<file path="src/design/smc_types_pkg.sv">
package smc_types_pkg;

  // ============================================================
  // device and result counts
  // ============================================================

  localparam int NUM_DEVICES = 6;

  // values taken from the sorted list for the average
  localparam int NUM_PICKED = 3;

  // ============================================================
  // data widths
  // ============================================================

  // width and voltage codes of one device
  typedef logic [2:0] volt_t;

  // scaled Id or gm of one device, at most 36 * 7
  typedef logic [7:0] metric_t;

  // one picked value after the divide by 3
  typedef logic [6:0] part_t;

  // weighted or plain sum of the three parts
  typedef logic [9:0] sum_t;

  typedef logic [6:0] result_t;

endpackage

</file>
<file path="src/design/smc_mode_pkg.sv">
package smc_mode_pkg;

  // ============================================================
  // operating modes
  // ============================================================

  // quantity computed per device
  typedef enum logic {
    QTY_GM = 1'b0,
    QTY_ID = 1'b1
  } qty_e;

  // which half of the sorted list is averaged
  typedef enum logic {
    PICK_SMALL = 1'b0,
    PICK_LARGE = 1'b1
  } pick_e;

  // averaging constants
  localparam int DIVISOR = 3;
  localparam int ID_WEIGHT_HI = 3;
  localparam int ID_WEIGHT_MID = 4;
  localparam int ID_WEIGHT_LO = 5;
  localparam int ID_SHIFT = 2;

endpackage

</file>
<file path="src/design/mosfet_cell.sv">
`timescale 1ns/1ps

module mosfet_cell
  import smc_types_pkg::*;
  import smc_mode_pkg::*;
(
  input  qty_e    qty,
  input  volt_t   w,
  input  volt_t   vgs,
  input  volt_t   vds,
  output metric_t metric
);

  volt_t      ov;
  logic       triode;
  volt_t      sq_in;
  logic [5:0] sq;
  logic [5:0] two_ov_vds;
  logic [5:0] id_tri;
  logic [5:0] base;

  // overdrive voltage, vgs of 0 is out of range
  assign ov = vgs - 3'd1;

  assign triode = ov > vds;

  // min(ov, vds) squared covers vds^2 in triode and ov^2 in saturation
  assign sq_in = triode ? vds : ov;
  assign sq = 6'(sq_in) * 6'(sq_in);

  // 2*ov*vds - vds^2 is below 64 in triode, so
  // the mod 64 intermediates still give the exact result
  assign two_ov_vds = 6'({ov, 1'b0}) * 6'(vds);
  assign id_tri = two_ov_vds - sq;

  always_comb begin
    if (qty == QTY_ID) begin
      base = triode ? id_tri : sq;
    end else begin
      // gm is 2*vds in triode, 2*ov in saturation
      base = triode ? {2'b00, vds, 1'b0} : {2'b00, ov, 1'b0};
    end
  end

  // scale by device width
  assign metric = metric_t'(base) * metric_t'(w);

endmodule

</file>
<file path="src/design/mosfet_array.sv">
`timescale 1ns/1ps

module mosfet_array
  import smc_types_pkg::*;
  import smc_mode_pkg::*;
(
  input  logic    clk,
  input  logic    rst,
  input  logic    in_valid,
  input  qty_e    qty,
  input  volt_t   w      [NUM_DEVICES],
  input  volt_t   vgs    [NUM_DEVICES],
  input  volt_t   vds    [NUM_DEVICES],
  output metric_t metric [NUM_DEVICES]
);

  metric_t metric_d [NUM_DEVICES];

  // ============================================================
  // per device Id / gm
  // ============================================================

  for (genvar i = 0; i < NUM_DEVICES; i++) begin : g_dev
    mosfet_cell u_cell (
      .qty    (qty),
      .w      (w[i]),
      .vgs    (vgs[i]),
      .vds    (vds[i]),
      .metric (metric_d[i])
    );

    // vgs of 0 wraps the overdrive and is not a legal input
    a_vgs_nonzero: assert property (
      @(posedge clk) disable iff (rst)
      in_valid |-> vgs[i] != '0
    ) else $error("mosfet_array: device %0d taken with vgs of 0", i);
  end

  // ============================================================
  // stage 1 register
  // ============================================================

  always_ff @(posedge clk) begin
    if (in_valid) begin
      metric <= metric_d;
    end
  end

endmodule

</file>
<file path="src/design/sort_network.sv">
`timescale 1ns/1ps

module sort_network
  import smc_types_pkg::*;
(
  input  logic    clk,
  input  logic    rst,
  input  logic    sort_load,
  input  metric_t metric [NUM_DEVICES],
  output metric_t sorted [NUM_DEVICES]
);

  metric_t t [18];
  metric_t n [NUM_DEVICES];

  function automatic metric_t max_of(input metric_t a, input metric_t b);
    return (a > b) ? a : b;
  endfunction

  function automatic metric_t min_of(input metric_t a, input metric_t b);
    return (a > b) ? b : a;
  endfunction

  // ============================================================
  // 12 compare-exchange stages, larger value on the first output
  // ============================================================

  assign t[0]  = max_of(metric[0], metric[5]);
  assign t[1]  = min_of(metric[0], metric[5]);
  assign t[2]  = max_of(metric[1], metric[3]);
  assign t[3]  = min_of(metric[1], metric[3]);
  assign t[4]  = max_of(metric[2], metric[4]);
  assign t[5]  = min_of(metric[2], metric[4]);

  assign t[6]  = max_of(t[2], t[4]);
  assign t[7]  = min_of(t[2], t[4]);
  assign t[8]  = max_of(t[3], t[5]);
  assign t[9]  = min_of(t[3], t[5]);

  assign t[10] = max_of(t[0], t[8]);
  assign t[11] = min_of(t[0], t[8]);
  assign t[12] = max_of(t[7], t[1]);
  assign t[13] = min_of(t[7], t[1]);

  // the overall max and min are settled here
  assign n[0]  = max_of(t[10], t[6]);
  assign t[14] = min_of(t[10], t[6]);
  assign t[15] = max_of(t[12], t[11]);
  assign t[16] = min_of(t[12], t[11]);
  assign t[17] = max_of(t[9], t[13]);
  assign n[5]  = min_of(t[9], t[13]);

  assign n[1]  = max_of(t[14], t[15]);
  assign n[2]  = min_of(t[14], t[15]);
  assign n[3]  = max_of(t[16], t[17]);
  assign n[4]  = min_of(t[16], t[17]);

  // stage 2 register
  always_ff @(posedge clk) begin
    if (sort_load) begin
      sorted <= n;
    end
  end

  for (genvar i = 0; i < NUM_DEVICES - 1; i++) begin : g_order
    a_descending: assert property (
      @(posedge clk) disable iff (rst)
      sort_load |=> sorted[i] >= sorted[i+1]
    ) else $error("sort_network: element %0d below element %0d", i, i + 1);
  end

endmodule

</file>
<file path="src/design/result_combiner.sv">
`timescale 1ns/1ps

module result_combiner
  import smc_types_pkg::*;
  import smc_mode_pkg::*;
(
  input  logic    clk,
  input  logic    rst,
  input  logic    comb_load,
  input  qty_e    comb_qty,
  input  pick_e   comb_pick,
  input  metric_t sorted [NUM_DEVICES],
  output result_t out_n
);

  metric_t picked [NUM_PICKED];
  part_t   part   [NUM_PICKED];
  sum_t    weighted;
  sum_t    plain;
  sum_t    total;

  // ============================================================
  // pick three and divide each by 3
  // ============================================================

  // element 0 is the largest, so the large pick starts at 0
  always_comb begin
    for (int i = 0; i < NUM_PICKED; i++) begin
      if (comb_pick == PICK_LARGE) begin
        picked[i] = sorted[i];
      end else begin
        picked[i] = sorted[i + NUM_PICKED];
      end
      part[i] = part_t'(picked[i] / DIVISOR);
    end
  end

  // ============================================================
  // weighted Id average or plain gm average
  // ============================================================

  assign weighted = sum_t'(ID_WEIGHT_HI * part[0])
                  + sum_t'(ID_WEIGHT_MID * part[1])
                  + sum_t'(ID_WEIGHT_LO * part[2]);

  assign plain = sum_t'(part[0]) + sum_t'(part[1]) + sum_t'(part[2]);

  assign total = (comb_qty == QTY_ID) ? (weighted >> ID_SHIFT) : plain;

  // stage 3 register, holds between items
  always_ff @(posedge clk) begin
    if (rst) begin
      out_n <= '0;
    end else if (comb_load) begin
      out_n <= result_t'(total / DIVISOR);
    end
  end

endmodule

</file>
<file path="src/design/smc_ctrl.sv">
`timescale 1ns/1ps

module smc_ctrl
  import smc_mode_pkg::*;
(
  input  logic  clk,
  input  logic  rst,
  input  logic  in_valid,
  input  qty_e  qty,
  input  pick_e pick,
  output logic  sort_load,
  output logic  comb_load,
  output logic  out_valid,
  output qty_e  comb_qty,
  output pick_e comb_pick
);

  logic  [2:0] valid_q;
  qty_e        qty_q;
  pick_e       pick_q;

  // valid strobe, one bit per pipeline stage
  always_ff @(posedge clk) begin
    if (rst) begin
      valid_q <= '0;
    end else begin
      valid_q <= {valid_q[1:0], in_valid};
    end
  end

  assign sort_load = valid_q[0];
  assign comb_load = valid_q[1];
  assign out_valid = valid_q[2];

  // modes follow their item so they can change every cycle
  always_ff @(posedge clk) begin
    qty_q     <= qty;
    pick_q    <= pick;
    comb_qty  <= qty_q;
    comb_pick <= pick_q;
  end

  a_latency: assert property (
    @(posedge clk) disable iff (rst)
    out_valid |-> $past(in_valid, 3)
  ) else $error("smc_ctrl: out_valid without an item three cycles before");

endmodule

</file>
<file path="src/design/smc_top.sv">
`timescale 1ns/1ps

module smc_top
  import smc_types_pkg::*;
  import smc_mode_pkg::*;
(
  input  logic    clk,
  input  logic    rst,
  input  logic    in_valid,
  input  qty_e    qty,
  input  pick_e   pick,
  input  volt_t   w   [NUM_DEVICES],
  input  volt_t   vgs [NUM_DEVICES],
  input  volt_t   vds [NUM_DEVICES],
  output logic    out_valid,
  output result_t out_n
);

  logic    sort_load;
  logic    comb_load;
  qty_e    comb_qty;
  pick_e   comb_pick;
  metric_t metric [NUM_DEVICES];
  metric_t sorted [NUM_DEVICES];

  // ============================================================
  // control
  // ============================================================

  smc_ctrl u_ctrl (
    .clk       (clk),
    .rst       (rst),
    .in_valid  (in_valid),
    .qty       (qty),
    .pick      (pick),
    .sort_load (sort_load),
    .comb_load (comb_load),
    .out_valid (out_valid),
    .comb_qty  (comb_qty),
    .comb_pick (comb_pick)
  );

  // ============================================================
  // datapath, one register per stage
  // ============================================================

  mosfet_array u_array (
    .clk      (clk),
    .rst      (rst),
    .in_valid (in_valid),
    .qty      (qty),
    .w        (w),
    .vgs      (vgs),
    .vds      (vds),
    .metric   (metric)
  );

  sort_network u_sort (
    .clk       (clk),
    .rst       (rst),
    .sort_load (sort_load),
    .metric    (metric),
    .sorted    (sorted)
  );

  result_combiner u_comb (
    .clk       (clk),
    .rst       (rst),
    .comb_load (comb_load),
    .comb_qty  (comb_qty),
    .comb_pick (comb_pick),
    .sorted    (sorted),
    .out_n     (out_n)
  );

endmodule

</file>
<file path="config.mk">
export PLATFORM = sky130hd
export DESIGN_NAME = smc_top
export DESIGN_NICKNAME = d
export VERILOG_FILES = /design/src/design/smc_types_pkg.sv /design/src/design/smc_mode_pkg.sv /design/src/design/mosfet_cell.sv /design/src/design/mosfet_array.sv /design/src/design/sort_network.sv /design/src/design/result_combiner.sv /design/src/design/smc_ctrl.sv /design/src/design/smc_top.sv
export SDC_FILE = /design/constraint.sdc
export NUM_CORES = 1
export LEC_CHECK = 0
export BUFFER_PORTS_ARGS = -buffer_cell sky130_fd_sc_hd__clkbuf_2
export CORE_MARGIN = 8
export CORE_UTILIZATION = 59
export CTS_CLUSTER_SIZE = 10
export DETAILED_ROUTE_END_ITERATION = 8
export PLACE_DENSITY = 0.76
export SETUP_SLACK_MARGIN = 0.3
export SYNTH_ARGS = -nofsm -noshare
export SYNTH_HDL_FRONTEND = slang
export SYNTH_HIERARCHICAL = 1
export SYNTH_SLANG_ARGS = --single-unit
</file>
<file path="constraint.sdc">
create_clock -name clk -period 18.75 [get_ports clk]
set_clock_uncertainty 0.05 [all_clocks]
set_input_delay 3.75 -clock clk [delete_from_list [all_inputs] [get_ports clk]]
set_output_delay 3.75 -clock clk [all_outputs]
set_load 0.05 [all_outputs]
</file>
==> run_results.csv, run 1 <==
group,metric,value,unit
floorplan,die_area,39280,um^2
logic_synthesis,synth-edff-count,96,
cells_and_area,multi_input_area,15060,um^2
sta,hold_viol_final,0,
setup_path,crit_slowest_cell,"nor2_1",
sta,worst_hold_slack,0.2808,ns
logic_synthesis,syn_area,19590,um^2
setup_path,crit_type,"reg -> reg",
clocking,cts_buffers,9,
floorplan,fp.dieW,198.2,um
logic_synthesis,synth_area_leaders,"ha_1, edfxtp_1, mux2i_1, fa_1, inv_1",
setup_path,cp-end-kind,"flop",
logic_synthesis,synth_ff_type,"edfxtp_1",
floorplan,die_h,198.2,um
logic_synthesis,seq_area_frac_synth,16.15,%
drt,first_iter_violations,1049,
sta,drv_slew,0,
clocking,cts.sinks,110,
drt,drtAntennaViolNets,0,
logic_synthesis,synthCells,2377,
grt,grt_start_max_net_pins,74,
floorplan,ios,67,
logic_synthesis,ys_warn_count,6,
clocking,cts_buffer_depth,2,
logic_synthesis,synth-async-reset-ratio,0,%
cells_and_area,fin_nets,2789,
grt,track_usage,24.73,%
grt,first_global_vias,16850,
drt,drc,0,
cells_and_area,finish.instance_area,20570,um^2
logic_synthesis,ys_types,119,
cells_and_area,syn_to_final_growth,5.021,%
place,dp_hpwl,39850,um
logic_synthesis,synth_top_area_share,16.23,%
clocking,htree_levels,3,
sta,tightest_slew,1.118,ns
drt,routed_wl,48660,um
floorplan,row_count,66,
cells_and_area,n_fill_cell,2837,
place,postPlaceCellArea,20260,um^2
logic_synthesis,synth_most_common_cell,"inv_1",
setup_path,arrival,12.57,ns
grt,grt-ovfl-total,0,
setup_path,worstPathRequired,18.78,ns
cells_and_area,final-seq-area,3166,um^2
clocking,root_buffer,"clkbuf_16",
drt,wl_per_cell,17.04,um
sta,fin_crit_sh,66.89,%
sta,slew_headroom,25.47,%
logic_synthesis,synth_fp_nets,2758,
status,outcome,"finished, final reports clean",
setup_path,cpLargestDelayFamily,"compound AO/OA/AOI/OAI gates",
flow_run,drv_cap,0,
cells_and_area,antenna_cells,0,
sta,rsz0062_at_grt,"false",
clocking,hold_buffers,0,
setup_path,crit_top_cell,"nor2_1",
drt,vias_per_cell,6.078,
clocking,cts_resized,0,
logic_synthesis,synth_area_leader_cell,"ha_1",
logic_synthesis,postSynthAreaPerCell,8.240,um^2
sta,setup_viol,0,
drt,vias,17350,
setup_path,critPathMaxStageDelay,0.80,ns
place,port_buffers,66,
drt,first_pass_iters,5,
clocking,clk_latency,0.38,ns
floorplan,start_util,60.05,%
logic_synthesis,yosys-top-cells-count,"inv_1, ha_1, nand2_1",
sta,period_needed,12.54,ns
setup_path,critPathBufInv,3,
floorplan,core-area,32620,um^2
cells_and_area,final_util,63.06,%
grt,antenna_found_initial,0,
setup_path,start_kind,"flop",
logic_synthesis,ys_ff_latch,110,
setup_path,path_max_fanout,31,
clocking,cts_tree,"built",
place,gp_congestion,0.9767,
grt,grt_pass1_wl,80940,um
clocking,post_cts.repair.setup_buffers,0,
sta,setup_tns,0,ns
worst_hold_path,hp-class,"reg -> reg",
sta,fmax,79.73,MHz
clocking,cts.clk_slew.worst_paths,0.10,ns
cells_and_area,drive_above_1_share,9.200,%
through the flow:
step           cells  worst slack, ns
6_report        2855            6.207
5_1_grt         2855            5.056
4_1_cts         2855            6.507
3_5_place_dp    2839            6.544
3_3_place_gp    2839            6.976
2_1_floorplan   2377            7.851
cells by family after synthesis:
family	after synthesis	share of synthesized area (%)
AO/OA/AOI/OAI	580	20.31
XOR/XNOR	106	4.778
adder cells (fa/ha/maj)	324	23.28
buffers and inverters	344	6.957
flip-flops	110	16.15
multiplexers	192	10.23
AND/OR/NAND/NOR	721	18.30
layer usage:
layer	routed length (um)	vias up	global-route usage (%)	share of wire, %
li1	-	8558	-	-
met4	1945	0	10.40	4.0
met1	20980	8208	30.56	43
met2	23590	489	43.53	48
met5	0	-	0	0
met3	2150	97	2.343	4.4
final cells by class:
| type | instances | share of cell area [%] |
|---|---|---|
| Multi-Input combinational cell | 1923 | 73.22 |
| Sequential cell | 110 | 15.39 |
| Inverter | 290 | 5.292 |
| Tap cell | 442 | 2.689 |
| Timing Repair Buffer | 74 | 1.898 |
| Clock buffer | 9 | 1.095 |
| Clock inverter | 7 | 0.4197 |
final timing paths:
kind / cells after the start / startpoint / end / slack (ns)
max: 48 / u_array/metric[39]$_DFFE_PP_ / u_sort/sorted[27]$_DFFE_PP_ / 6.21
min: 0 / u_ctrl/qty_q$_DFF_P_ / u_ctrl/comb_qty$_DFF_P_ / 0.28
max reg2reg: 48 / u_array/metric[39]$_DFFE_PP_ / u_sort/sorted[27]$_DFFE_PP_ / 6.21
min reg2reg: 0 / u_ctrl/qty_q$_DFF_P_ / u_ctrl/comb_qty$_DFF_P_ / 0.28
registers in the layout (all words and copies together) (netlist names):
signal            flops
u_ctrl/pick_q         1
u_ctrl/comb_qty       1
u_ctrl/comb_pick      1
u_ctrl/valid_q        3
u_array/metric       48
u_comb/out_n          7
u_sort/sorted        48
u_ctrl/qty_q          1
cell usage in the layout, fill, tap and decap left out, types with 12 or more instances in the layout:
cell,instances
edfxtp_1,96
nand2_1,221
a211oi_1,19
nand4_1,19
a21boi_0,14
mux2_2,43
nand2b_1,20
clkbuf_2,66
nor2_1,190
a21o_1,53
nand3_1,53
mux2i_1,144
o21ai_0,118
and2_1,31
ha_1,254
inv_1,287
nor3b_1,12
dfxtp_1,12
xor2_1,33
o21a_1,12
nor2b_1,29
a31oi_1,25
a21oi_1,161
or3_1,17
o211ai_1,31
and3_1,36
nand3b_1,12
fa_1,68
xnor2_1,72
Power of run 1 is not shown: default switching activity piles up to over one toggle a cycle in this logic, so the estimate is an artifact.
==> inputs of run 2 (changes only) <==
- clock period: 18.75 -> 12.51 ns (I/O delays scaled with it)
==> run_results.csv, run 2 (synthesis gave the netlist of run 1 again) <==
group,metric,value,unit
sta,drv_slew,0,
clocking,htree_levels,3,
floorplan,ios,67,
sta,slew_headroom,18.40,%
setup_path,crit_slowest_cell,"o31a_2",
floorplan,row_count,66,
grt,grt_pass1_wl,81680,um
floorplan,core-area,32620,um^2
sta,setup_viol,0,
drt,drc,0,
clocking,cts_tree,"built",
clocking,root_buffer,"clkbuf_16",
drt,wl_per_cell,17.17,um
grt,antenna_found_initial,0,
clocking,cts.sinks,110,
flow_run,drv_cap,0,
sta,fmax,90.43,MHz
setup_path,critPathBufInv,4,
cells_and_area,final-seq-area,3166,um^2
cells_and_area,final_cell_mix,"inv_1, ha_1, nand2_1",
sta,period_needed,11.06,ns
grt,track_usage,24.92,%
setup_path,path_max_fanout,31,
place,port_buffers,66,
cells_and_area,drive_above_1_share,9.437,%
grt,grt-ovfl-total,0,
cells_and_area,fin_nets,2792,
setup_path,r2r_end,"u_sort/sorted[22]$_DFFE_PP_",
place,dp_hpwl,40480,um
floorplan,fp.dieW,198.2,um
setup_path,crit_top_cell,"ha_1",
setup_path,crit_type,"reg -> reg",
worst_hold_path,hp-class,"reg -> reg",
clocking,cts_buffers,9,
clocking,cts_buffer_depth,2,
sta,fin_crit_sh,88.40,%
drt,first_pass_iters,6,
setup_path,cp-end-kind,"flop",
setup_path,cp-startpoint,"u_array/metric[39]$_DFFE_PP_",
sta,rsz0062_at_grt,"false",
cells_and_area,multi_input_area,15080,um^2
floorplan,die_area,39280,um^2
floorplan,die_h,198.2,um
drt,vias_per_cell,6.036,
clocking,post_cts.repair.setup_buffers,0,
cells_and_area,reg_top3,"u_array/metric x48, u_sort/sorted x48, u_comb/out_n x7",
drt,drtAntennaViolNets,0,
setup_path,worstPathRequired,12.55,ns
sta,hold_viol_final,0,
clocking,clk_latency,0.37,ns
cells_and_area,syn_to_final_growth,5.302,%
worst_hold_path,whs_endpoint,"u_ctrl/comb_qty$_DFF_P_",
grt,grt_start_max_net_pins,74,
drt,first_iter_violations,1190,
worst_hold_path,whs_path_depth,0,
place,gp_congestion,0.9333,
cells_and_area,finish.instance_area,20620,um^2
cells_and_area,n_fill_cell,2845,
floorplan,start_util,60.05,%
setup_path,cpLargestDelayFamily,"compound AO/OA/AOI/OAI gates",
setup_path,critPathMaxStageDelay,0.50,ns
status,outcome,"finished, final reports clean",
drt,routed_wl,49060,um
setup_path,rr_startpoint,"u_array/metric[39]$_DFFE_PP_",
sta,setup_tns,0,ns
worst_hold_path,hp-start,"u_ctrl/qty_q$_DFF_P_",
setup_path,r2r_setup_slack,1.45,ns
grt,first_global_vias,16940,
cells_and_area,final_util,63.23,%
drt,vias,17250,
cells_and_area,final_common_cell,"inv_1",
cells_and_area,antenna_cells,0,
setup_path,r2r_cells,49,
sta,tightest_slew,1.190,ns
place,postPlaceCellArea,20280,um^2
setup_path,arrival,11.10,ns
setup_path,start_kind,"flop",
clocking,cts.clk_slew.worst_paths,0.08,ns
run 2: per-stage QoR:
| stage | cells | setup slack [ns] | hold WS, ns |
|---|---|---|---|
| 6_report | 2858 | 1.451 | 0.2790 |
| 5_1_grt | 2858 | 0.5846 | 0.2983 |
| 4_1_cts | 2858 | 0.4076 | 0.2807 |
| 3_5_place_dp | 2842 | 0.4617 | 0.2632 |
| 3_3_place_gp | 2842 | 0.9433 | 0.2613 |
| 2_1_floorplan | 2377 | 1.611 | 0.2596 |
run 2: worst max-delay path by stage:
stage | endpoint | slack [ns] | cells after the start
after floorplan | u_sort/sorted[10]$_DFFE_PP_ | 1.61 | 55
after global placement | u_sort/sorted[13]$_DFFE_PP_ | 0.94 | 49
after detailed placement | u_sort/sorted[12]$_DFFE_PP_ | 0.46 | 49
after CTS | u_sort/sorted[12]$_DFFE_PP_ | 0.41 | 49
after global routing | u_sort/sorted[12]$_DFFE_PP_ | 0.58 | 50
final | u_sort/sorted[22]$_DFFE_PP_ | 1.45 | 49
run 2: timing repair:
action / 4_1_cts / 5_1_grt
hold buffers: 0 / 0
setup endpoints to repair: 0 / 32
resized for setup: 0 / 5
run 2: layout make-up:
cell class	instances	area share [%]
Inverter	290	5.278
Tap cell	442	2.681
Clock inverter	7	0.5035
Timing Repair Buffer	77	2.002
Multi-Input combinational cell	1923	73.10
Sequential cell	110	15.35
Clock buffer	9	1.092
run 2: metal layers:
layer	global-route usage (%)	vias to the layer above	routed length, um
li1	-	8562	-
met1	30.20	8234	21380
met2	44.71	360	24100
met3	2.275	95	1594
met4	10.29	0	1991
met5	0	-	0
Power of run 2 is left out for the same reason.
